`src/common/icache_pkg.sv`:
```
// Instruction cache shared definitions.
// Widths, address field layout, tag and lookup records, controller states.

`default_nettype none

package icache_pkg;

    localparam int ADDR_W   = 32;
    localparam int INST_W   = 32;
    localparam int LINE_W   = 64;
    localparam int NUM_WAYS = 2;
    localparam int NUM_SETS = 64;
    localparam int INDEX_W  = 6;
    localparam int OFFSET_W = 3;                           // Byte offset within a line.
    localparam int TAG_W    = ADDR_W - INDEX_W - OFFSET_W; // 23 bits.
    localparam int AGE_W    = 3;
    localparam int AGE_MAX  = 7;                           // Age counters stop here.

    // ~~~~~~~~~~~~~~~~~~~~~~~~~~~~~~~~~~~~~~~~~~~~~~~~~~~~~~~~~~~~~~~~~~~~~~
    typedef logic [ADDR_W-1:0]  addr_t;
    typedef logic [INST_W-1:0]  inst_t;
    typedef logic [LINE_W-1:0]  line_t;
    typedef logic [TAG_W-1:0]   tag_t;
    typedef logic [INDEX_W-1:0] index_t;
    typedef logic [AGE_W-1:0]   age_t;
    typedef logic               way_t;

    // Fetch address split into its fields, most significant first.
    typedef struct packed {
        tag_t       tag;
        index_t     index;
        logic       word;     // Selects the upper instruction of the line.
        logic [1:0] byte_off;
    } fetch_addr_t;

    typedef struct packed {
        logic valid;
        tag_t tag;
    } tag_entry_t;

    typedef struct packed {
        logic hit;
        way_t hit_way;
        way_t victim_way;
    } lookup_t;

    // ~~~~~~~~~~~~~~~~~~~~~~~~~~~~~~~~~~~~~~~~~~~~~~~~~~~~~~~~~~~~~~~~~~~~~~
    typedef enum logic [1:0] {
        IDLE,
        LOOKUP,
        REFILL,
        REREAD
    } icache_state_e;

endpackage

`default_nettype wire

```
`src/logic/fence_sweep.sv`:
```
// Fence invalidation sweep.
// Steps through one set per cycle while the fence is held, then waits.

`default_nettype none

module fence_sweep (
    input  logic               clk,
    input  logic               reset_i,
    input  logic               fence_i,
    output logic               sweep_en_o,
    output icache_pkg::index_t sweep_index_o
);
    import icache_pkg::*;

    localparam logic [INDEX_W:0] LAST = (INDEX_W+1)'(NUM_SETS);

    logic [INDEX_W:0] count_q;

    always_ff @(posedge clk) begin
        if (reset_i || !fence_i) begin
            count_q <= '0;
        end else if (count_q != LAST) begin
            count_q <= count_q + 1'b1;             // Stops once every set is done.
        end
    end

    assign sweep_en_o    = fence_i && (count_q < LAST);
    assign sweep_index_o = count_q[INDEX_W-1:0];

endmodule

`default_nettype wire

```
`config.mk`:
```
export PLATFORM = sky130hd
export DESIGN_NAME = fence_sweep
export DESIGN_NICKNAME = d
export VERILOG_FILES = /design/src/common/icache_pkg.sv /design/src/logic/fence_sweep.sv
export SDC_FILE = /design/constraint.sdc
export NUM_CORES = 1
export LEC_CHECK = 0
export BUFFER_PORTS_ARGS = -buffer_cell sky130_fd_sc_hd__buf_2
export CAP_MARGIN = 0
export CELL_PAD_IN_SITES_DETAIL_PLACEMENT = 1
export CELL_PAD_IN_SITES_GLOBAL_PLACEMENT = 1
export CORE_AREA = 2 2 39 41
export DETAILED_ROUTE_END_ITERATION = 8
export DIE_AREA = 0 0 41 43
export HOLD_SLACK_MARGIN = 0.12
export PLACE_DENSITY_LB_ADDON = 0.1
export SLEW_MARGIN = 40
export SYNTH_ARGS = -nofsm -noshare
export SYNTH_HDL_FRONTEND = slang
export SYNTH_SLANG_ARGS = --single-unit
export TNS_END_PERCENT = 100
```
`constraint.sdc`:
```
create_clock -name clk -period 3.3 [get_ports clk]
set_input_delay 0.825 -clock clk [delete_from_list [all_inputs] [get_ports clk]]
set_output_delay 0.825 -clock clk [all_outputs]
set_load 0.005 [all_outputs]
```
# After elaboration in Yosys (flattened, before gate mapping)
# Index checks and enable logic that the tools add are counted.
# op_classes
addsub	1
reduce_logical	3
eq_ne	1
n_lt_le_gt_ge	1
# op_table
operator	count
$add A7 B1 Y7 const B	1
$lt A7 B7 Y1 const B	1
$ne A7 B7 Y1 const B	1
$logic_and A1 B1 Y1	1
$logic_not A1 Y1	1
$logic_or A1 B1 Y1	1
# word_totals
elab_cells	7
input_bits	3
ff_bits	7

# Logic depth before layout (Yosys ltp)
# depth
word_depth	2
depth_mapped	5
mapped_depth_nobuf	5

# Worst setup path after synthesis
# No wires, ideal clock.
# synth_timing
kind	input to output
start	input port fence_i
end	output port sweep_en_o
slack_ps	1519
path_buffers	0
arrival_time_ps	956
t_required_ps	2475
stages	1
cell_sequence	nor2b_1
# synth_between
elab_chain_len	1
# synth_rtl
element	line_no	rtl
start: declaration	fence_sweep.sv:9	input logic fence_i,
$logic_and A1 B1 Y1	fence_sweep.sv:27	assign sweep_en_o = fence_i && (count_q < LAST);
end: declaration	fence_sweep.sv:10	output logic sweep_en_o,
# No other way between the ends.

# Final worst setup path
# Ends and elaborated chain as after synthesis.

==> impl_metrics.csv <==
group,metric,value,unit
global_route,grt-ovfl-total,0,
global_route,antenna_found_initial,0,
global_route,grt_pass1_vias,338,
floorplanning,io_pins,10,
run,cap_violations,0,
cts,hold_buffers,0,
sta,totalNegativeSetupSlack,0,ps
cts,clock_path_buffers,2,
synth,synth_fp_nets,51,
critical_path,required,2470,ps
cts,cts_sinks,7,
critical_path,critical_path.max_fanout,2,
global_route,grt_usage,12.0,%
final_layout,multi_input_area,209,um^2
critical_path,setup.worst_path.start_class,"input pin",
synth,synthCells,46,
detailed_routing,dr.pass1.iters,4,
synth,post_synth_main_area_contributors,"dfxtp_1 (35%), buf_4 (11%), ha_1 (6.2%)",
critical_path,crit_path_end_kind,"output port",
floorplanning,row_count,14,
final_layout,final_layout_size_suffix_gt1_share,30.2,%
critical_path,critPathArrivalTime,1160,ps
cts,cts.repair.resized,0,
cts,cts_htree_levels,1,
final_layout,fillers,179,
run_status,outcome,"complete, no violations",
sta,fin_skew,6.43,ps
synth,synth-seq-cells,7,
placed_design,dp.final_hpwl,648,um
synth,synth_top_area_cell,"dfxtp_1",
detailed_routing,route.detailed.drc,0,
sta,slew_viol_final,0,
final_layout,final_nets,59,
placed_design,placed_area,422,um^2
cts,cts-root-buf,"clkbuf_4",
cts,cts_made_buffers,3,
pwr,leakagePower,0.000182,uW
final_layout,diodes,0,
sta,max_freq,0.503,GHz
global_route,grt_max_degree,8,
final_layout,largest_reg_flops,7,
sta,finalCriticalPeriod,1990,ps
sta,hold_viol_final,0,
synth,post-synth-top-area-fraction,34.9,%
pwr,ir_worst_vdd,144,uV
detailed_routing,vias_per_cell,4.97,
cts,post_cts_buffers,0,
detailed_routing,wl_per_cell,12.2,um
cts,insertion_delay,250,ps
floorplanning,die-area,1760,um^2
placed_design,port-buffer-count,9,
synth,yosys_warnings,0,
detailed_routing,drtAntennaViolNets,0,
pwr,powerDensity,400,nW/um^2
synth,syn_area_per_cell,8.73,um^2
cts,tritoncts,"built",
final_layout,final_area,448,um^2
sta,slew_headroom,70.3,%
synth,ys_seq_area_share,34.9,%
floorplanning,die_h,43,um
sta,rsz0062_at_grt,"no",
synth,synth_cell_types,19,
floorplanning,initial_core_util,29.0,%
final_layout,seqCellArea,140,um^2
sta,layout_worst_path_cycle_share,60.2,%
sta,worst_pin_slew,439,ps
final_layout,area_growth,11.5,%
worst_hold_path,hold_class,"flop to flop",
critical_path,path_class,"input pin to output port",
final_layout,top_register,"count_q",
synth,syn_area,402,um^2
sta,setup_viol,0,
detailed_routing,wl,844,um
floorplanning,core_area,1380,um^2
cts,path_clk_slew,50,ps
detailed_routing,drt_iter0_markers,2,
global_route,grt_pass1_wl,1440,um
final_layout,top_regs,"count_q: 7 flops",
placed_design,gp_congestion,0.697,
detailed_routing,vias,343,
floorplanning,die_w,41,um
pwr,finalPower,179,uW
-- cells by family after synthesis --
family / after synthesis / synth area share, %
buf+inv: 8 / 13.1
compound gates: 7 / 9.66
flops: 7 / 34.9
fa+ha+maj: 2 / 6.23
simple gates: 19 / 29.6
xor+xnor: 3 / 6.54
-- routing by layer --
layer	vias up	global-route usage, %	share of wire, %
met5	-	0	0
li1	167	-	-
met4	0	6.00	0
met2	13	16.9	47
met1	163	16.1	47
met3	0	3.14	5.9
-- cell type report --
class                      count  share of cell area, %
multi-input combinational     31                   46.6
inverter                       2                   1.68
tap                           16                   4.47
clock buffer                   4                   5.87
sequential                     7                   31.3
timing repair buffer           9                   10.1
-- through the flow --
step	cells	util (%)	setup slack, ps	hold WS, ps
6_report	69	32.4	1310	536
5_1_grt	69	32.4	1290	561
4_1_cts	69	32.4	1310	526
3_5_place_dp	65	30.5	1310	515
3_3_place_gp	65	30.5	1320	500
2_1_floorplan	46	-	1520	475
-- Yosys cell counts --
cell / instances
inv_1: 2
nor3_1: 4
dfxtp_1: 7
nor2_2: 1
nand2_1: 2
buf_4: 6
nor2b_1: 2
nand2b_1: 2
nor4b_1: 1
xor2_1: 2
a21oi_1: 4
nor3_2: 1
xnor2_1: 1
o21ai_0: 2
ha_1: 2
or3_1: 2
nand3_1: 3
o21ai_2: 1
or4b_4: 1
-- report_power, final --
group / internal [uW] / switching, uW / leakage (uW)
logic: 5.49 / 6.70 / 0.000110
clock network: 46.3 / 33.3 / 0.0000150
registers: 85.8 / 1.63 / 0.0000567
-- cells in the final DEF (no fill, tap or decap) --
cell type / netlist / final
a21oi_1: 4 / 4
nor2b_1: 2 / 2
nor3_1: 4 / 4
or4b_4: 1 / 1
nand2b_1: 2 / 2
ha_1: 2 / 2
dfxtp_1: 7 / 7
nor3_2: 1 / 1
nor2_2: 1 / 1
buf_2: 0 / 9
xnor2_1: 1 / 1
nand3_1: 3 / 3
nand2_1: 2 / 2
inv_1: 2 / 2
nor4b_1: 1 / 1
clkbuf_4: 0 / 3
o21ai_0: 2 / 2
xor2_1: 2 / 2
clkbuf_1: 0 / 1
or3_1: 2 / 2
o21ai_2: 1 / 1
-- worst max-delay path, cell delays in order --
cell	delay, ps
buf_2	100
nor2b_1	110
buf_2	120
-- final timing paths --
kind | slack (ps) | cells past startpoint | from | to
min reg2reg | 540 | 2 | count_q[1] | count_q[1]
max | 1310 | 3 | fence_i | sweep_en_o
min | 540 | 2 | count_q[1] | count_q[1]
max reg2reg | 1970 | 4 | count_q[0] | count_q[6]
Note: power is estimated with default switching activity, not from simulation.
