### config.mk
export PLATFORM = sky130hd
export DESIGN_NAME = icache_ctrl
export DESIGN_NICKNAME = d
export VERILOG_FILES = /design/src/common/icache_pkg.sv /design/src/icache/icache_ctrl.sv
export SDC_FILE = /design/constraint.sdc
export NUM_CORES = 1
export LEC_CHECK = 0
export ABC_AREA = 1
export BUFFER_PORTS_ARGS = -buffer_cell sky130_fd_sc_hd__buf_2
export CORE_MARGIN = 4
export CORE_UTILIZATION = 29
export CTS_CLUSTER_SIZE = 28
export DETAILED_ROUTE_END_ITERATION = 7
export PLACE_DENSITY = 0.84
export SYNTH_ARGS = -nofsm -noshare
export SYNTH_HDL_FRONTEND = slang
export SYNTH_SLANG_ARGS = --single-unit
### constraint.sdc
create_clock -name clk -period 3.4 [get_ports clk]
set_clock_uncertainty 0.2 [all_clocks]
set_input_delay 0 -clock clk [delete_from_list [all_inputs] [get_ports clk]]
set_output_delay 0 -clock clk [all_outputs]
set_load 0.02 [all_outputs]
### src/common/icache_pkg.sv
// Instruction cache shared definitions.
// Widths, address field layout, tag and lookup records, controller states.

`default_nettype none

package icache_pkg;

    localparam int ADDR_W   = 32;
    localparam int INST_W   = 32;
    localparam int LINE_W   = 64;
    localparam int NUM_WAYS = 2;
    localparam int NUM_SETS = 64;
    localparam int INDEX_W  = 6;
    localparam int OFFSET_W = 3;                           // Byte offset within a line.
    localparam int TAG_W    = ADDR_W - INDEX_W - OFFSET_W; // 23 bits.
    localparam int AGE_W    = 3;
    localparam int AGE_MAX  = 7;                           // Age counters stop here.

    // ~~~~~~~~~~~~~~~~~~~~~~~~~~~~~~~~~~~~~~~~~~~~~~~~~~~~~~~~~~~~~~~~~~~~~~
    typedef logic [ADDR_W-1:0]  addr_t;
    typedef logic [INST_W-1:0]  inst_t;
    typedef logic [LINE_W-1:0]  line_t;
    typedef logic [TAG_W-1:0]   tag_t;
    typedef logic [INDEX_W-1:0] index_t;
    typedef logic [AGE_W-1:0]   age_t;
    typedef logic               way_t;

    // Fetch address split into its fields, most significant first.
    typedef struct packed {
        tag_t       tag;
        index_t     index;
        logic       word;     // Selects the upper instruction of the line.
        logic [1:0] byte_off;
    } fetch_addr_t;

    typedef struct packed {
        logic valid;
        tag_t tag;
    } tag_entry_t;

    typedef struct packed {
        logic hit;
        way_t hit_way;
        way_t victim_way;
    } lookup_t;

    // ~~~~~~~~~~~~~~~~~~~~~~~~~~~~~~~~~~~~~~~~~~~~~~~~~~~~~~~~~~~~~~~~~~~~~~
    typedef enum logic [1:0] {
        IDLE,
        LOOKUP,
        REFILL,
        REREAD
    } icache_state_e;

endpackage

`default_nettype wire

### src/icache/icache_ctrl.sv
// Cache controller FSM.
// Sequences lookup, line refill from memory, the re-read of the filled set
// and the delivery of the instruction to the core.

`default_nettype none

module icache_ctrl (
    input  logic                clk,
    input  logic                reset_i,
    input  logic                fetch_req_i,
    input  icache_pkg::addr_t   fetch_addr_i,
    input  icache_pkg::lookup_t lookup_i,
    input  logic                mem_valid_i,
    output logic                fetch_valid_o,
    output logic                mem_read_o,
    output icache_pkg::addr_t   mem_addr_o,
    output icache_pkg::index_t  read_index_o,
    output logic                fill_o,
    output logic                deliver_o,
    output icache_pkg::way_t    access_way_o
);
    import icache_pkg::*;

    icache_state_e state_q;
    icache_state_e state_d;
    fetch_addr_t   req;
    logic          hit_now;

    assign req = fetch_addr_t'(fetch_addr_i);

    // The core holds the address, so the stores keep reading the same set.
    assign read_index_o = req.index;
    assign mem_addr_o   = {fetch_addr_i[ADDR_W-1:OFFSET_W], {OFFSET_W{1'b0}}};

    // ~~~~~~~~~~~~~~~~~~~~~~~~~~~~~~~~~~~~~~~~~~~~~~~~~~~~~~~~~~~~~~~~~~~~~~
    always_ff @(posedge clk) begin
        if (reset_i) begin
            state_q <= IDLE;
        end else begin
            state_q <= state_d;
        end
    end

    always_comb begin
        state_d = state_q;
        case (state_q)
            IDLE: begin
                if (fetch_req_i) begin
                    state_d = LOOKUP;
                end
            end
            LOOKUP: begin
                state_d = lookup_i.hit ? IDLE : REFILL;
            end
            REFILL: begin
                if (mem_valid_i) begin
                    state_d = REREAD;              // Line and tag are written here.
                end
            end
            REREAD: begin
                state_d = LOOKUP;                  // Set read again, now hits.
            end
            default: begin
                state_d = IDLE;
            end
        endcase
    end

    // ~~~~~~~~~~~~~~~~~~~~~~~~~~~~~~~~~~~~~~~~~~~~~~~~~~~~~~~~~~~~~~~~~~~~~~
    assign hit_now       = (state_q == LOOKUP) && lookup_i.hit;
    assign fetch_valid_o = hit_now;
    assign deliver_o     = hit_now;
    assign mem_read_o    = (state_q == REFILL);
    assign fill_o        = (state_q == REFILL) && mem_valid_i;

    // The filled way on a refill, the delivering way otherwise.
    assign access_way_o = fill_o ? lookup_i.victim_way : lookup_i.hit_way;

endmodule

`default_nettype wire

# Yosys cells after proc, flatten, opt, wreduce, memory -nomap -nowiden
# Cells that the tools add are included.
# word_totals
in_bits	39
elab_cells	15
out_inout_bits	43
register_bits	2
# op_classes
eq_ne	5
reduce_logical	4
n_mux	5
# ops
op	count
one-hot mux 2 bit (4 select lines)	1
two-way mux 2 bit	3
equality test 2 bit (second input constant)	2
!= test 2 bit (second input constant)	2
equality test 2 x 1 -> 1 bit (second input constant)	1
logical AND 1 bit	2
zero test 2 bit	1
AND reduction 2 bit	1
two-way mux 1 bit	1

# Longest topological paths before layout
# depth
word_depth	3
ltp_mapped	7
depth_no_buf	7

# Least setup slack after synthesis
# Ideal clock, no wire load.
# synth_path
path_type	register to output
start	reg state_q[0]
end	out access_way_o
path_buffers	0
required_ns	3.200
path_slack_ns	2.002
stages_incl_launch_ff	7
arrival_ns	1.198
cell_sequence	dfxtp_1 -> inv_1 -> ha_1 -> nand2_1 -> inv_1 -> nand2_1 -> nand2_1
# synth_via
elab_chain_cells	3
# synth_rtl
element	line_no	rtl
from (decl)	icache_ctrl.sv:24	icache_state_e state_q;
from (signal assigned)	icache_ctrl.sv:40	state_q <= state_d;
equality test 2 bit	-	
named net mem_read_o	icache_ctrl.sv:15	output logic mem_read_o,
logical AND 1 bit	icache_ctrl.sv:74	assign fill_o = (state_q == REFILL) && mem_valid_i;
named net fill_o	icache_ctrl.sv:18	output logic fill_o,
two-way mux 1 bit	icache_ctrl.sv:77	assign access_way_o = fill_o ? lookup_i.victim_way : lookup_i.hit_way;
to (decl)	icache_ctrl.sv:20	output icache_pkg::way_t access_way_o
# The timed path passes the listed nets, and every way through them passes these cells.

# Worst setup path in the final report
# layout_path
start	reg state_q[0]
end	reg state_q[0]
# layout_via
elab_chain_cells	3
word_cells_on_any_way	8
classes_between	eq/ne (5); mux (1); reduce/logical (2)
# layout_rtl
element	line_no	rtl
equality test 2 bit / zero test 2 bit (equally long branches)	icache_ctrl.sv:46	case (state_q)
!= test 2 bit (no source line)	-	
AND reduction 2 bit (no source line)	-	
# Parallel ways exist; a longest one is shown, timed or not.
# A chain may end at the register's enable or synchronous reset.

==> run_results.csv <==
group,metric,value,unit
timing,rsz0062_at_grt,"no",
finish,filler_cell_count,163,
timing,fin_crit,2341,ps
die,die_y,48.97,µm
clock_tree,cts_sinks,2,
flow_run,max-cap-violations,0,
logic_synthesis,netlist_area,486.7,µm²
logic_synthesis,synth_seq_cells,2,
finish,largest_register,"state_q",
pwr,p_per_area,340.5,nW/µm²
timing,finalHoldViolCount,0,
setup_path,critPathKind,"reg -> reg",
logic_synthesis,synth.distinct_cells,10,
finish,drive_gt1_frac,0.2073,
logic_synthesis,synth_cells,72,
timing,fin_crit_sh,0.6885,
worst_hold_path,min_path_type,"in -> reg",
finish,multi_input_area,127.6,µm²
logic_synthesis,yosys-top-cells-area,"buf_4, dfxtp_1, ha_1",
logic_synthesis,ys_seq_area_frac,0.08226,
finish,diodes,0,
global_route,antenna_found_initial,0,
finish,final_cell_area,629.4,µm²
drt,drt_wl_total,1106,µm
clock_tree,cts_max_level,1,
setup_path,critPathRequiredTime,3300,ps
die,dieArea,2398,µm²
finish,reg.largest.list,"state_q: 2 flops",
drt,vias,408,
finish,area_growth,29.31,%
clock_tree,cts_resized,0,
setup_path,crit_fanout,4,
die,core_area,1541,µm²
setup_path,worstPathArrival,2240,ps
timing,tns,0,ps
pwr,ir_drop,0.1065,mV
logic_synthesis,synth.largest_area_cell,"buf_4",
placement,gp_congestion,0.7236,
outcome,status,"complete, no violations",
global_route,grt_max_degree,5,
drt,drt_iter0_drc,0,
logic_synthesis,syn_area_per_cell,6.760,µm²
placement,port_buffers,11,
die,chipWidth,48.97,µm
global_route,grt_usage,0.09738,
clock_tree,cts_tree,"done",
timing,slew_violations,0,
clock_tree,clk_path_buf_depth,2,
logic_synthesis,ys_warn_count,0,
setup_path,cp-start-kind,"flip-flop",
placement,place_area,276.5,µm²
drt,ant_nets,0,
drt,route.detailed.drc,0,
clock_tree,root_buffer,"clkbuf_4",
drt,drtPass1Iterations,1,
timing,fmax,0.4272,GHz
finish,nNetsFinal,126,
die,ios,82,
placement,hpwl,585.2,µm
die,rows,14,
global_route,grt.overflow.total,0,
pwr,power,214.3,µW
clock_tree,cts_made_buffers,3,
clock_tree,worstSkewPairLatency,220,ps
global_route,grt_pass1_wl,1849,µm
pwr,p_leak,0.3396,nW
drt,vias_per_cell,4.163,
global_route,first_global_vias,401,
finish,seq_area,40.04,µm²
setup_path,critPathCaptureType,"flip-flop",
drt,avgRoutedWirePerCell,11.29,µm
finish,largest_reg_flops,2,
die,initial_core_util,0.3157,
logic_synthesis,synth.top_cell.area_share,0.6015,
timing,setup_viol,0,
clock_tree,clk_pin_slew,30,ps
per-stage QoR:
| stage | setup slack [ps] | util | std cells | hold slack (ps) |
|---|---|---|---|---|
| finish | 1059 | 0.4083 | 98 | 4.398 |
| floorplan | 2002 | - | 74 | -87.41 |
| CTS | 1057 | 0.4083 | 98 | 1.243 |
| global route | 931.2 | 0.4083 | 98 | 28.19 |
| global placement | 2131 | 0.1794 | 62 | -199.9 |
| detailed placement | 2100 | 0.1794 | 62 | -199.9 |
routing by layer:
layer / up-vias / track usage / share of wire
met5: - / 0 / 0
met4: 0 / 0.05381 / 0
met3: 0 / 0.08257 / 0.21
met2: 46 / 0.1587 / 0.53
met1: 173 / 0.08000 / 0.25
li1: 189 / - / -
final cells by class:
cell class | instances | share of cell area
Inverter | 9 | 0.05368
Tap cell | 16 | 0.03181
Clock buffer | 3 | 0.03579
Timing Repair Buffer | 44 | 0.6123
Sequential cell | 2 | 0.06362
Multi-Input combinational cell | 24 | 0.2028
cell families after synthesis:
kind of cell    share of synthesized area
compound gates                    0.02057
fa+ha+maj                         0.07713
other cells                      0.007705
buf+inv                            0.6709
flops                             0.08227
simple gates                       0.1414
cells in the mapped netlist (all sizes together):
cell	instances
a21oi	2
dfxtp	2
nor2	2
nand2	13
ha	3
inv	9
buf	39
conb	1
nand3	1
critical path, cell delays in order (launching register included):
cell and delay [ps]:
dfxtp_1 340, inv_1 70, ha_1 240, nand2_2 110, nand3_1 80, nand2_1 50, dlygate4sd3_1 540, nor2_1 40
dlygate4sd3_1 560
path summary, 6_finish.rpt:
path	cells after the start	from	slack [ps]	end
worst max-delay path	8	state_q[0]	1060	state_q[0]
worst min-delay path	6	mem_valid_i	4	state_q[1]
worst max register to register	8	state_q[0]	1060	state_q[0]
worst min register to register	4	state_q[1]	390	state_q[1]
placed cells by master, fill, tap and decap left out:
cell type      instances
a21oi_1                2
buf_2                 11
clkbuf_4               3
conb_1                 3
dfxtp_1                2
dlygate4sd3_1         33
ha_1                   3
inv_1                  9
nand2_1               10
nand2_2                3
nand3_1                1
nor2_1                 2
what timing repair did:
action,CTS,global route
hold buffers,33,0
buffers inserted,0,0
endpoints found under the hold margin,37,0
power breakdown:
| group | total (mW) | internal [mW] | switching (mW) |
|---|---|---|---|
| registers | 0.0316 | 0.0285 | 0.00302 |
| clock network | 0.0518 | 0.0389 | 0.0129 |
| logic | 0.131 | 0.0534 | 0.0776 |
| total | 0.214 | 0.121 | 0.0935 |
No activity file was read; power rests on OpenSTA's default activity.
