### config.mk
export PLATFORM = sky130hd
export DESIGN_NAME = way_age
export DESIGN_NICKNAME = d
export VERILOG_FILES = /design/src/common/icache_pkg.sv /design/src/logic/way_age.sv
export SDC_FILE = /design/constraint.sdc
export NUM_CORES = 1
export LEC_CHECK = 0
export ABC_AREA = 1
export BUFFER_PORTS_ARGS = -buffer_cell sky130_fd_sc_hd__buf_2
export CAP_MARGIN = 20
export CORE_ASPECT_RATIO = 1.4
export CORE_UTILIZATION = 60
export CTS_BUF_LIST = sky130_fd_sc_hd__clkbuf_4
export DETAILED_ROUTE_END_ITERATION = 8
export GPL_ROUTABILITY_DRIVEN = 0
export PLACE_DENSITY_LB_ADDON = 0.08
export SYNTH_ARGS = -nofsm -noshare
export SYNTH_HDL_FRONTEND = slang
export SYNTH_SLANG_ARGS = --single-unit
### constraint.sdc
create_clock -name clk -period 3.55 [get_ports clk]
set_clock_uncertainty 0.2 [all_clocks]
set_input_delay 0.71 -clock clk [delete_from_list [all_inputs] [get_ports clk]]
set_output_delay 0.71 -clock clk [all_outputs]
set_load 0.05 [all_outputs]
### src/common/icache_pkg.sv
// Instruction cache shared definitions.
// Widths, address field layout, tag and lookup records, controller states.

`default_nettype none

package icache_pkg;

    localparam int ADDR_W   = 32;
    localparam int INST_W   = 32;
    localparam int LINE_W   = 64;
    localparam int NUM_WAYS = 2;
    localparam int NUM_SETS = 64;
    localparam int INDEX_W  = 6;
    localparam int OFFSET_W = 3;                           // Byte offset within a line.
    localparam int TAG_W    = ADDR_W - INDEX_W - OFFSET_W; // 23 bits.
    localparam int AGE_W    = 3;
    localparam int AGE_MAX  = 7;                           // Age counters stop here.

    // ~~~~~~~~~~~~~~~~~~~~~~~~~~~~~~~~~~~~~~~~~~~~~~~~~~~~~~~~~~~~~~~~~~~~~~
    typedef logic [ADDR_W-1:0]  addr_t;
    typedef logic [INST_W-1:0]  inst_t;
    typedef logic [LINE_W-1:0]  line_t;
    typedef logic [TAG_W-1:0]   tag_t;
    typedef logic [INDEX_W-1:0] index_t;
    typedef logic [AGE_W-1:0]   age_t;
    typedef logic               way_t;

    // Fetch address split into its fields, most significant first.
    typedef struct packed {
        tag_t       tag;
        index_t     index;
        logic       word;     // Selects the upper instruction of the line.
        logic [1:0] byte_off;
    } fetch_addr_t;

    typedef struct packed {
        logic valid;
        tag_t tag;
    } tag_entry_t;

    typedef struct packed {
        logic hit;
        way_t hit_way;
        way_t victim_way;
    } lookup_t;

    // ~~~~~~~~~~~~~~~~~~~~~~~~~~~~~~~~~~~~~~~~~~~~~~~~~~~~~~~~~~~~~~~~~~~~~~
    typedef enum logic [1:0] {
        IDLE,
        LOOKUP,
        REFILL,
        REREAD
    } icache_state_e;

endpackage

`default_nettype wire

### src/logic/way_age.sv
// Per-set age counters for victim choice.
// Every delivery ages all lines and renews the one that was used.

`default_nettype none

module way_age (
    input  logic               clk,
    input  logic               reset_i,
    input  icache_pkg::index_t index_i,
    input  logic               deliver_i,
    input  icache_pkg::way_t   access_way_i,
    output icache_pkg::way_t   older_way_o
);
    import icache_pkg::*;

    age_t age_q [NUM_SETS][NUM_WAYS];

    always_ff @(posedge clk) begin
        if (reset_i) begin
            for (int s = 0; s < NUM_SETS; s++) begin
                for (int w = 0; w < NUM_WAYS; w++) begin
                    age_q[s][w] <= '0;
                end
            end
        end else if (deliver_i) begin
            for (int s = 0; s < NUM_SETS; s++) begin
                for (int w = 0; w < NUM_WAYS; w++) begin
                    if (index_t'(s) == index_i && way_t'(w) == access_way_i) begin
                        age_q[s][w] <= '0;
                    end else if (age_q[s][w] != age_t'(AGE_MAX)) begin
                        age_q[s][w] <= age_q[s][w] + age_t'(1);
                    end
                end
            end
        end
    end

    // Ties go to way 0.
    assign older_way_o = (age_q[index_i][0] >= age_q[index_i][1]) ? way_t'(0) : way_t'(1);

endmodule

`default_nettype wire

== Word level (Yosys, flattened, before mapping) ==
Memories as Yosys holds them, arrays and structs flattened.
Cells that the tools add are included.
Cells by class
  add/sub/neg operators: 128
  bitwise gates (word level): 257
  reductions and logical operators: 129
  equal/unequal tests: 191
  muxes and demuxes: 1411
  order comparisons: 1
Operator list (number)
  $mux 1: 1155
  $mux 3: 256
  $add 3x1->3 const B: 128
  $ne 3x3->1 const B: 128
  $or 1x1->1: 256
  $eq 6x6->1 const A: 32
  $logic_and 1x1->1: 128
  $eq 5x6->1 const A: 16
  $eq 4x6->1 const A: 8
  $eq 3x6->1 const A: 4
  $eq 2x6->1 const A: 2
  $eq 1x6->1 const A: 1
  $logic_not 6->1: 1
  $ge 3x3->1: 1
  $not 1->1: 1
Word-level totals
  logic and storage cells: 2118
  output and inout bits: 1
  bits in registers: 0
  RAM bits: 384
  memories: 1
  input port bits: 10
Memory list
  age_q: words 64, width 6, read ports 65, clocked after Yosys merged registers in 0, write ports 64, line way_age.sv:16  | age_t age_q [NUM_SETS][NUM_WAYS];

== Logic depth before layout (Yosys ltp) ==
  depth in word-level cells: 8
  depth in mapped cells: 16

== Least setup slack after synthesis ==
OpenSTA, ideal clock, no wires.
  path kind: input to output
  start: input port index_i[0]
  end: output port older_way_o
  stages: 14
  path buffers: 2
  slack: -0.469 ns
  arrival time: 3.109 ns
  path through: nand2_2 > inv_2 > buf_2 > buf_2 > a22oi_1 > a21oi_1 > nor4_1 > nor2_1 > nor2_1 > nand3_1 > ha_1 > o21ai_0 > nand2_1 > a21oi_1
On the way
  cells in the longest elaborated chain, start to end: 3
Ends and longest elaborated chain
  from (decl): line way_age.sv:9  | input icache_pkg::index_t index_i,
  $mem_v2 64x6
  $ge 3x3->1: line way_age.sv:39  | assign older_way_o = (age_q[index_i][0] >= age_q[index_i][1]) ? way_t'(0) : way_t'(1);
  $mux 1: line way_age.sv:39
  to (decl): line way_age.sv:12  | output icache_pkg::way_t older_way_o
Every way passes these cells.

== Worst setup path in the final report ==
Same ends and word-level chain as after synthesis.

==> results.md <==
* Status: finished with violations
* Failing checks: setup timing
* Pre-CTS setup slack at -0.7429 ns
* Largest regs: age_q x384
* Worst path most repeated cell: buf_4
* Num CTS Buffers at 94
* Initial drt markers at 1496
* Max_cap viols at 0
* VDD IR max at 310.9 uV
* Relative slew slack at 41.57%
* Core area at 38500 um^2
* Worst Path Buf+Inv at 6
* Syn-to-layout area delta at 12.49%
* Final core occ at 68.37%
* Final critical-path setup slack at -0.5667 ns
* First-pass GRT wire length at 98410 um
* Hold path endpoint: age_q[0][5]$_SDFFE_PP0P_
* YS warnings at 0
* Fin crit share at 116.0%
* Fmax at 242.9 MHz
* Worst EP arrival at 3.21 ns
* Worst slew pin tran at 0.8732 ns
* Cell family contributing the most delay on the critical path: buffers and inverters
* Final HPWL DP at 44870 um
* Post-route insts no fill at 3282
* Post-synthesis async set-or-reset flop share at 0%
* Register-to-register setup slack at 1.25 ns
* Register bit count reported by yosys at 384
* Drt drc at 0
* Routed vias at 19100
* Reg2reg start: age_q[27][3]$_SDFFCE_PN0P_
* Gr ovfl total at 0
* FILL cells at 3131
* Hold path depth at 2
* Crit-path cells: buf_4 -> nand2_4 -> inv_8 -> buf_12 -> buf_4 -> a22oi_2 -> a21oi_2 -> nor4_2 -> buf_4 -> nor2_1 -> nor2_2 -> nand3_1 -> ha_1 -> o21ai_1 -> nand2_1 -> a21oi_4 -> buf_6
* Avg WL per Cell at 19.36 um
* FF+latch area at 11500 um^2
* CP startpoint: index_i[0]
* DP Cell Count at 3104
* Synth area leaders: edfxtp_1 49%, ha_1 14%, nor2_1 8.3%, nand2_1 7.2%, a22oi_1 6.2%
* Max Slew Vio Count at 0
* Initial antenna violation count at 2
* Layout cells sized above 1 at 12.69%
* Hold Fails Final Rpt at 0
* Top_reg_cell synth: edfxtp_1
* Die Y at 235.7 um
* Syn_nets at 2837
* Largest register FFs at 384
* Largest Register: age_q
* Reg-to-reg endpoint: age_q[0][5]$_SDFFE_PP0P_
* CTS tree: done
* Mapped Avg Cell Area at 9.112 um^2
* Final setup violating endpoints at 1
* Slowest cell on crit path: ha_1
* Most frequent cell after synthesis: nor2_1
* Leak at 12.10 nW
* Largest stage delay, worst path at 0.31 ns
* Clock transition at path regs at 0.06 ns
* Total clock sinks at 384
* Initial core utilization at 60.78%
* Max clock buf depth at 3
* RSZ-0062 raised after global routing: true
* Cell type with the largest total area after synthesis: edfxtp_1
* H-tree depth at 3
* WP data required at 2.64 ns
* Number of port buffers at 10
* Final ANT Viol Nets at 0
* Post-synth EDFFs at 381
* HP Class: register to register
* Skew-Pair Late Insertion Delay at 0.83 ns
* I/O pin total at 11
* Worst setup EP type: output pin
* Commonest cells in the synthesized netlist: 520 x nor2_1, 451 x nand2_1, 381 x edfxtp_1, 282 x inv_1, 259 x ha_1
* Root buffer cell: clkbuf_4
* Worst Path Max Fanout at 10
* Row count at 85
* Mapped cell area at 23400 um^2
* Power density over the cells at 430.1 nW/um^2
* Die Wd at 168.9 um
* Die area at 39810 um^2
* Startpoint types: input port
* Via-to-Cell Ratio at 5.820
* Worst Reg-to-Reg Cells at 14
* Final Net Count at 2961
* Hold Buf Count CTS at 0
* Post-synthesis sequential area ratio at 49.15%
* Crit path kind: input port to output pin
* Top cell type's share of synthesized area at 48.89%
* Largest net degree at the start of global routing at 133
* Gate Count Post-Synth at 2568
* Vias in the first global route at 19190
* Synth cell types at 30
* Multi-input logic area at 10520 um^2
* Tmin final at 4.117 ns
* WL final at 63530 um
* GRT Overall Usage at 32.22%
* HP Start: age_q[0][5]$_SDFFE_PP0P_
* TritonRoute pass-1 iters at 6
-- power by group --
part / leakage [nW] / switching [mW] / internal, mW
registers: 4.07 / 0.340 / 5.47
logic: 7.33 / 1.10 / 0.679
clock network: 0.696 / 1.83 / 1.90
total: 12.1 / 3.27 / 8.05
-- logic make-up after synthesis --
kind of cell               synth area share [%]
buffers and inverters                     6.780
adders and majority gates                 13.85
DFF                                       49.15
AOI/OAI and AO/OA                         8.363
and+or+nand+nor                           21.86
-- worst max-delay path by stage --
stage / to / cells after the start / slack (ns)
floorplan: older_way_o / 14 / 0.002
global placement: older_way_o / 15 / -0.70
detailed placement: older_way_o / 17 / -0.74
CTS: older_way_o / 12 / -0.56
global route: older_way_o / 12 / -0.72
finish: older_way_o / 17 / -0.57
-- routing by layer --
| layer | global-route usage (%) | routed length [um] | up-vias |
|---|---|---|---|
| met3 | 4.909 | 4717 | 225 |
| li1 | - | - | 9100 |
| met2 | 55.94 | 31790 | 824 |
| met5 | 0 | 0 | - |
| met4 | 20.41 | 3957 | 0 |
| met1 | 36.92 | 23070 | 8951 |
-- worst min-delay path: stages (launching register included) --
cell     delay [ns]
dfxtp_1        0.32
o21ai_0        0.15
a21oi_1        0.04
-- area by class of cell --
class | instances | share of cell area [%]
flip-flops and latches | 384 | 43.69
multi-input cells | 1782 | 39.96
repair buffers | 143 | 5.229
inverters | 287 | 4.159
clock buffers | 137 | 3.907
well taps | 522 | 2.481
clock inverters | 24 | 0.5419
diodes | 3 | 0.02852
-- what timing repair did --
item / in CTS / in global routing
gates resized for setup: 20 / 31
gates cloned: 2 / 2
setup buffers: 6 / 4
pin swaps: 10 / 24
setup endpoints to repair: 1 / 1
endpoints found under the hold margin: 0 / 0
-- stage by stage --
| step | TNS, ns | instance area, um^2 | total power, mW | hold WS (ns) |
|---|---|---|---|---|
| floorplan | 0 | 23430 | 6.926 | 0.3030 |
| global placement | -0.7036 | 24750 | 7.513 | 0.3457 |
| detailed placement | -0.7429 | 24750 | 7.591 | 0.3493 |
| CTS | -0.5598 | 26100 | 11.32 | 0.3495 |
| global route | -0.7243 | 26320 | 11.87 | 0.3705 |
| finish | -0.5667 | 26320 | 11.32 | 0.3608 |
-- layout by cell type (no fill, tap or decap), drive strengths merged --
cell type and count:
a211o 2, a21oi 76, a22oi 193, buf 140, bufbuf 1, bufinv 2, clkbuf 139, clkinv 22
dfxtp 3, diode 3, edfxtp 381, ha 259, inv 287, nand2 455, nand3 133, nand4 9
nor2 533, nor3 29, nor4 7, o2111a 2, o21ai 7, o31ai 7, or2 10, or3 60
Power figures use the tool's default switching activity.
