`src/common/icache_pkg.sv`:
```
// Instruction cache shared definitions.
// Widths, address field layout, tag and lookup records, controller states.

`default_nettype none

package icache_pkg;

    localparam int ADDR_W   = 32;
    localparam int INST_W   = 32;
    localparam int LINE_W   = 64;
    localparam int NUM_WAYS = 2;
    localparam int NUM_SETS = 64;
    localparam int INDEX_W  = 6;
    localparam int OFFSET_W = 3;                           // Byte offset within a line.
    localparam int TAG_W    = ADDR_W - INDEX_W - OFFSET_W; // 23 bits.
    localparam int AGE_W    = 3;
    localparam int AGE_MAX  = 7;                           // Age counters stop here.

    // ~~~~~~~~~~~~~~~~~~~~~~~~~~~~~~~~~~~~~~~~~~~~~~~~~~~~~~~~~~~~~~~~~~~~~~
    typedef logic [ADDR_W-1:0]  addr_t;
    typedef logic [INST_W-1:0]  inst_t;
    typedef logic [LINE_W-1:0]  line_t;
    typedef logic [TAG_W-1:0]   tag_t;
    typedef logic [INDEX_W-1:0] index_t;
    typedef logic [AGE_W-1:0]   age_t;
    typedef logic               way_t;

    // Fetch address split into its fields, most significant first.
    typedef struct packed {
        tag_t       tag;
        index_t     index;
        logic       word;     // Selects the upper instruction of the line.
        logic [1:0] byte_off;
    } fetch_addr_t;

    typedef struct packed {
        logic valid;
        tag_t tag;
    } tag_entry_t;

    typedef struct packed {
        logic hit;
        way_t hit_way;
        way_t victim_way;
    } lookup_t;

    // ~~~~~~~~~~~~~~~~~~~~~~~~~~~~~~~~~~~~~~~~~~~~~~~~~~~~~~~~~~~~~~~~~~~~~~
    typedef enum logic [1:0] {
        IDLE,
        LOOKUP,
        REFILL,
        REREAD
    } icache_state_e;

endpackage

`default_nettype wire

```
`src/icache/icache_tags.sv`:
```
// Two-way tag store.
// Holds a tag and a valid bit per way and set, compares both ways against
// the requested tag and picks the way to refill.

`default_nettype none

module icache_tags (
    input  logic                clk,
    input  logic                reset_i,
    input  icache_pkg::index_t  read_index_i,
    input  icache_pkg::tag_t    req_tag_i,
    input  logic                fill_i,
    input  icache_pkg::way_t    fill_way_i,
    input  icache_pkg::way_t    victim_way_i,
    input  logic                sweep_en_i,
    input  icache_pkg::index_t  sweep_index_i,
    output icache_pkg::lookup_t lookup_o
);
    import icache_pkg::*;

    logic [NUM_SETS-1:0] valid_q [NUM_WAYS];
    tag_t                tag_mem [NUM_WAYS][NUM_SETS];
    tag_entry_t          entry_q [NUM_WAYS];
    logic [NUM_WAYS-1:0] match;

    always_ff @(posedge clk) begin
        if (reset_i) begin
            for (int w = 0; w < NUM_WAYS; w++) begin
                valid_q[w] <= '0;                      // Cache starts empty.
            end
        end else if (sweep_en_i) begin
            for (int w = 0; w < NUM_WAYS; w++) begin
                valid_q[w][sweep_index_i] <= 1'b0;
            end
        end else if (fill_i) begin
            valid_q[fill_way_i][read_index_i] <= 1'b1;
        end
    end

    always_ff @(posedge clk) begin
        if (fill_i) begin
            tag_mem[fill_way_i][read_index_i] <= req_tag_i;
        end
        for (int w = 0; w < NUM_WAYS; w++) begin
            entry_q[w].valid <= valid_q[w][read_index_i];
            entry_q[w].tag   <= tag_mem[w][read_index_i];
        end
    end

    always_comb begin
        for (int w = 0; w < NUM_WAYS; w++) begin
            match[w] = entry_q[w].valid && (entry_q[w].tag == req_tag_i);
        end
    end

    assign lookup_o.hit     = |match;
    assign lookup_o.hit_way = way_t'(match[1]);

    // An empty way is filled before any resident line is replaced.
    assign lookup_o.victim_way = !entry_q[0].valid ? way_t'(0) :
                                 !entry_q[1].valid ? way_t'(1) : victim_way_i;

endmodule

`default_nettype wire

```
`config.mk`:
```
export PLATFORM = sky130hd
export DESIGN_NAME = icache_tags
export DESIGN_NICKNAME = d
export VERILOG_FILES = /design/src/common/icache_pkg.sv /design/src/icache/icache_tags.sv
export SDC_FILE = /design/constraint.sdc
export NUM_CORES = 2
export LEC_CHECK = 0
export BUFFER_PORTS_ARGS = -buffer_cell sky130_fd_sc_hd__buf_4
export CAP_MARGIN = 20
export CORE_MARGIN = 4
export CORE_UTILIZATION = 65
export DETAILED_ROUTE_END_ITERATION = 10
export GPL_ROUTABILITY_DRIVEN = 0
export PLACE_DENSITY_LB_ADDON = 0.12
export SLEW_MARGIN = 20
export SYNTH_ARGS = -nofsm -noshare
export SYNTH_HDL_FRONTEND = slang
export SYNTH_SLANG_ARGS = --single-unit
```
`constraint.sdc`:
```
create_clock -name clk -period 5.5 [get_ports clk]
set_input_delay 0.55 -clock clk [delete_from_list [all_inputs] [get_ports clk]]
set_output_delay 0.55 -clock clk [all_outputs]
set_load 0.005 [all_outputs]
```
### Word level (Yosys, flattened, before mapping)

Memory sizes are Yosys's and may differ from the RTL's.
Cells that the tools add are included.

| storage, ports and cells | value |
|---|---|
| output and inout bits | 3 |
| word-level logic and storage cells | 306 |
| register bits | 0 |
| RAM bits | 3120 |
| memories kept | 3 |
| bits of input ports | 41 |

Memory list:

| memory | words | bits a word | rd ports | clocked after Yosys merged registers in | wr ports | RTL line | source |
|---|---|---|---|---|---|---|---|
| tag_mem | 2 | 1472 | 2 | 0 | 1 | icache_tags.sv:22 | `tag_t tag_mem [NUM_WAYS][NUM_SETS];` |
| valid_q | 2 | 64 | 2 | 0 | 2 | icache_tags.sv:21 | `logic [NUM_SETS-1:0] valid_q [NUM_WAYS];` |
| entry_q | 2 | 24 | 2 | 0 | 2 | icache_tags.sv:23 | `tag_entry_t entry_q [NUM_WAYS];` |

| cells by class | value |
|---|---|
| magnitude comparators | 6 |
| reductions and logical operators | 7 |
| bitwise operators | 129 |
| eq/ne operators | 2 |
| muxes and demuxes | 159 |

Operators with widths:

| kind | count |
|---|---|
| 1472-bit 2-to-1 mux | 1 |
| 23-bit binary-select mux with 6-bit select | 2 |
| 64-bit 2-to-1 mux | 4 |
| 1-bit 2-to-1 mux | 142 |
| 23-bit demux with 6-bit select | 1 |
| 1-bit bitwise OR | 128 |
| 23-bit 2-to-1 mux | 5 |
| 64-bit OR reduction | 1 |
| 23-bit == test | 2 |
| 6-bit by 7-bit less-than comparator with 1-bit output (second input constant) | 2 |
| 1-bit binary-select mux with 6-bit select | 2 |
| 1-bit demux with 6-bit select | 2 |
| 6-bit by 1-bit >= comparator with 1-bit output (second input constant) | 2 |
| 7-bit >= comparator (second input constant) | 1 |
| 7-bit by 1-bit less-than comparator with 1-bit output (second input constant) | 1 |
| 6-bit inverter with 7-bit output | 1 |
| 1-bit logical AND | 5 |
| 2-bit OR reduction | 1 |

### Logic depth before layout (Yosys ltp)

| depth | value |
|---|---|
| depth after elaboration | 7 |
| depth in mapped cells | 13 |
| depth with buffers taken out | 6 |

### Least setup slack after synthesis

Ideal clock, no wire load.

| timing | value |
|---|---|
| path type | input-to-reg |
| start point | in read_index_i[2] |
| end point | mem tag_mem[0][1058] in the netlist's numbering, enable pin |
| stages | 8 |
| buffers on the path | 5 |
| library setup time | 0.403 ns |
| path slack | 1.989 ns |
| required time | 5.097 ns |
| arrival | 3.108 ns |
| cell sequence | buf_6 > buf_6 > buf_6 > nor2_1 > clkbuf_1 > clkbuf_1 > nand2_1 > nor2_1 |

| on the way | value |
|---|---|
| word-level cells in the longest chain between the ends | 6 |
| elaborated cells between the ends (all ways) | 7 |
| classes of those cells | order compare (2); mux (3); bitwise (1); reduce/logical (1) |

RTL lines:

| what | RTL line | source |
|---|---|---|
| from (decl) | icache_tags.sv:10 | `input icache_pkg::index_t read_index_i,` |
| 6-bit inverter with 7-bit output (implied by the code) * | icache_tags.sv:42 | `tag_mem[fill_way_i][read_index_i] <= req_tag_i;` |
| 7-bit >= comparator (implied by the code) or 7-bit by 1-bit less-than comparator with 1-bit output (tied branches) | icache_tags.sv:42 |  |
| 1-bit logical AND (implied by the code) | icache_tags.sv:42 |  |
| 23-bit 2-to-1 mux (implied by the code) | icache_tags.sv:42 |  |
| 23-bit demux with 6-bit select * | icache_tags.sv:42 |  |
| 1472-bit 2-to-1 mux (implied by the code) * | icache_tags.sv:42 |  |
| to (decl) | icache_tags.sv:22 |  |

Mark *: on every way between the ends. The rest lies on a longest branch, timed or not.

==> results.cfg <==
[outcome]
status = completed

[synthesis]
syn_area_mm2 = 0.119
syn_inst = 6546
synth_seq_cells = 3120
synth.distinct_cells = 71
yosysSeqAreaShare = 0.771
synth_area_leaders = edfxtp_1 74%, mux4_2 4.3%, dfxtp_1 3.0%
synth_nets = 6587
synth-main-ff-cell = edfxtp_1
yosys_warnings = 0
synth_largest_area_cell = edfxtp_1
async_flop_share = 0
synth_top_area_frac = 0.741
syn_avg_cell_area_um2 = 18.2
synth_edf_count = 2944

[placed_design]
placed_area_mm2 = 0.124
io_buffers = 43
dp_hpwl_um = 225000
place_ws_ns = 1.12
dpl.cell_count = 8909

[cts]
cts.sinks = 3120
insertion_delay_ns = 0.95
cts_max_level = 5
cts_made_buffers = 317
path_clk_slew_ns = 0.06
clockBufferDepth = 4
clockRootBuffer = clkbuf_16
tritoncts = done

[grt]
grt-ovfl-total = 0
grt_start_max_net_pins = 127
grt_pass1_wl_um = 534000
grt_pass1_vias = 67600
grt_use_total = 0.403
antenna_found_initial = 50

[floorplan]
start_util = 0.657
design.die.area_mm2 = 0.190
die_h_um = 436
core_mm2 = 0.182
die_x_um = 436
io_pins = 44
num_rows = 156

[detailed_routing]
wl_per_cell_um = 41.0
drt_pass1_iterations = 9
ant_nets = 0
routed_via_density = 7.62
drtIter0Drc = 15100
post-route-drc-count = 0
wirelength_um = 388000
vias = 72300

[pwr]
ir_drop_mv = 0.286
power_density_mw_per_mm2 = 371
power_leakage_nw = 43.0

[setup_path]
crit_arrival_ns = 3.15
startpoint_type = register
end_kind = output pin
critical_path.max_fanout = 2
crit_type = reg -> out
crit_required_ns = 4.95

[final_layout]
fin_area_mm2 = 0.133
layout-drive-gt1-share = 0.188
area_delta_synth_final_pct = 11.9
nNetsFinal = 6824
final_cell_count_no_fill = 9484

[timing]
min_period_ns = 3.70
finalCritPeriodShare = 0.673
finalHoldViolCount = 0
setup_violations = 0
drv_slew = 0
clock_skew_ns = 0.0419
worst_slew_pin_slew_ns = 1.32
rsz0062_at_grt = no
timing.final.ws_setup_ns = 1.80
hold_ws_ns = 0.0360
fmax_mhz = 270
relSlewSlack = 0.108
tns_ns = 0

[run]
maxCapViolations = 0

[hold_path]
holdCritPathClass = in -> reg
## cell usage in the layout, fill, tap and decap left out, types with 35 or more instances in the layout
cell type,Yosys,layout
a21oi_1,240,240
a221o_1,54,54
a221oi_1,364,363
a22o_1,186,186
a22oi_1,211,211
a31oi_1,35,35
buf_4,56,346
clkbuf_1,149,84
clkbuf_16,0,327
clkinv_1,0,67
clkinv_2,0,38
dfxtp_1,176,176
edfxtp_1,2944,2944
mux2_2,136,136
mux2i_1,349,348
mux4_2,227,227
nand2_1,130,129
nor2_1,310,174
nor2_2,1,130
o21ai_0,154,150
o22ai_1,163,162
## Yosys cell counts (17+ instances only)
library cell and count:
a211oi_1 22, mux2_1 34, mux2_2 136, xor2_1 24, buf_1 62, a222oi_1 19
o21ai_0 154, o21ai_1 22, a31oi_1 35, xnor2_1 22, buf_6 22, a221o_1 54
mux4_2 227, edfxtp_1 2944, nand2_1 130, dfxtp_1 176, or4_1 19, nor2_1 310
a221oi_1 364, o22ai_1 163, o22a_1 17, nand3_1 24, a21oi_1 240, a22oi_1 211
buf_2 175, nand4_1 29, clkbuf_1 149, mux2i_1 349, buf_4 56, a22o_1 186
## kinds of logic after synthesis
family | synth area share
mux | 0.0884
buf+inv | 0.0197
compound gates | 0.0941
simple gates | 0.0239
flops | 0.771
xor+xnor | 0.00338
## layer usage
metal,share of wire,routed length (µm),up-vias,track usage
met5,0.0016,629,-,0.0166
met2,0.42,163000,7135,0.548
li1,-,-,27600,-
met4,0.058,22500,32,0.191
met3,0.18,70500,1279,0.185
met1,0.34,132000,36200,0.556
## flip-flops by register name (all words and copies together), names as in the netlist
register  count
tag_mem    2944
entry_q      48
valid_q     128
## worst max-delay path, stage by stage (launching register included)
cell and delay, ns:
dfxtp_1 0.54, xor2_1 0.14, nor4_1 0.45, nand4_1 0.22
nor3_1 0.30, buf_4 0.24, a31o_2 0.18, buf_4 0.13
## path summary, 6_finish.rpt
path / startpoint / endpoint / slack [ns] / cells past startpoint
worst min register to register: valid_q[1][52] / valid_q[1][52] / 0.47 / 1
worst max register to register: tag_mem[1][185] / entry_q[1][1] / 2.45 / 5
worst min-delay path: req_tag_i[22] / tag_mem[1][873] / 0.04 / 1
worst max-delay path: entry_q[1][20] / lookup_o[2] / 1.80 / 7
## per-stage QoR
stage | power [mW] | util
after floorplan | 28.0 | -
after global placement | 29.4 | 0.681
after detailed placement | 29.5 | 0.681
after CTS | 49.3 | 0.734
after global routing | 50.5 | 0.734
final | 49.5 | 0.735
## area by class of cell
cell class | count | area [µm²]
antenna | 22 | 55.1
multi-input combinational | 2958 | 25500
clock inverter | 134 | 1030
clock buffer | 415 | 8550
inverter | 4 | 32.5
tap | 2449 | 3060
sequential | 3120 | 91900
timing repair buffer | 382 | 3270
fill | 10600 | 48200
## power breakdown
part	switching, mW	leakage (nW)	internal, mW	total, mW
Clock	8.67	4.66	11.7	20.4
Combinational	2.17	10.4	0.781	2.96
Sequential	0.0804	27.9	26.1	26.2
Total	10.9	43.0	38.6	49.5
## what timing repair did
action,4_1_cts,5_1_grt
setup buffers,0,0
hold buffers,2,0
gates resized for setup,0,0
hold endpoints to repair,8,0
Note: power is estimated with default switching activity, not from simulation.
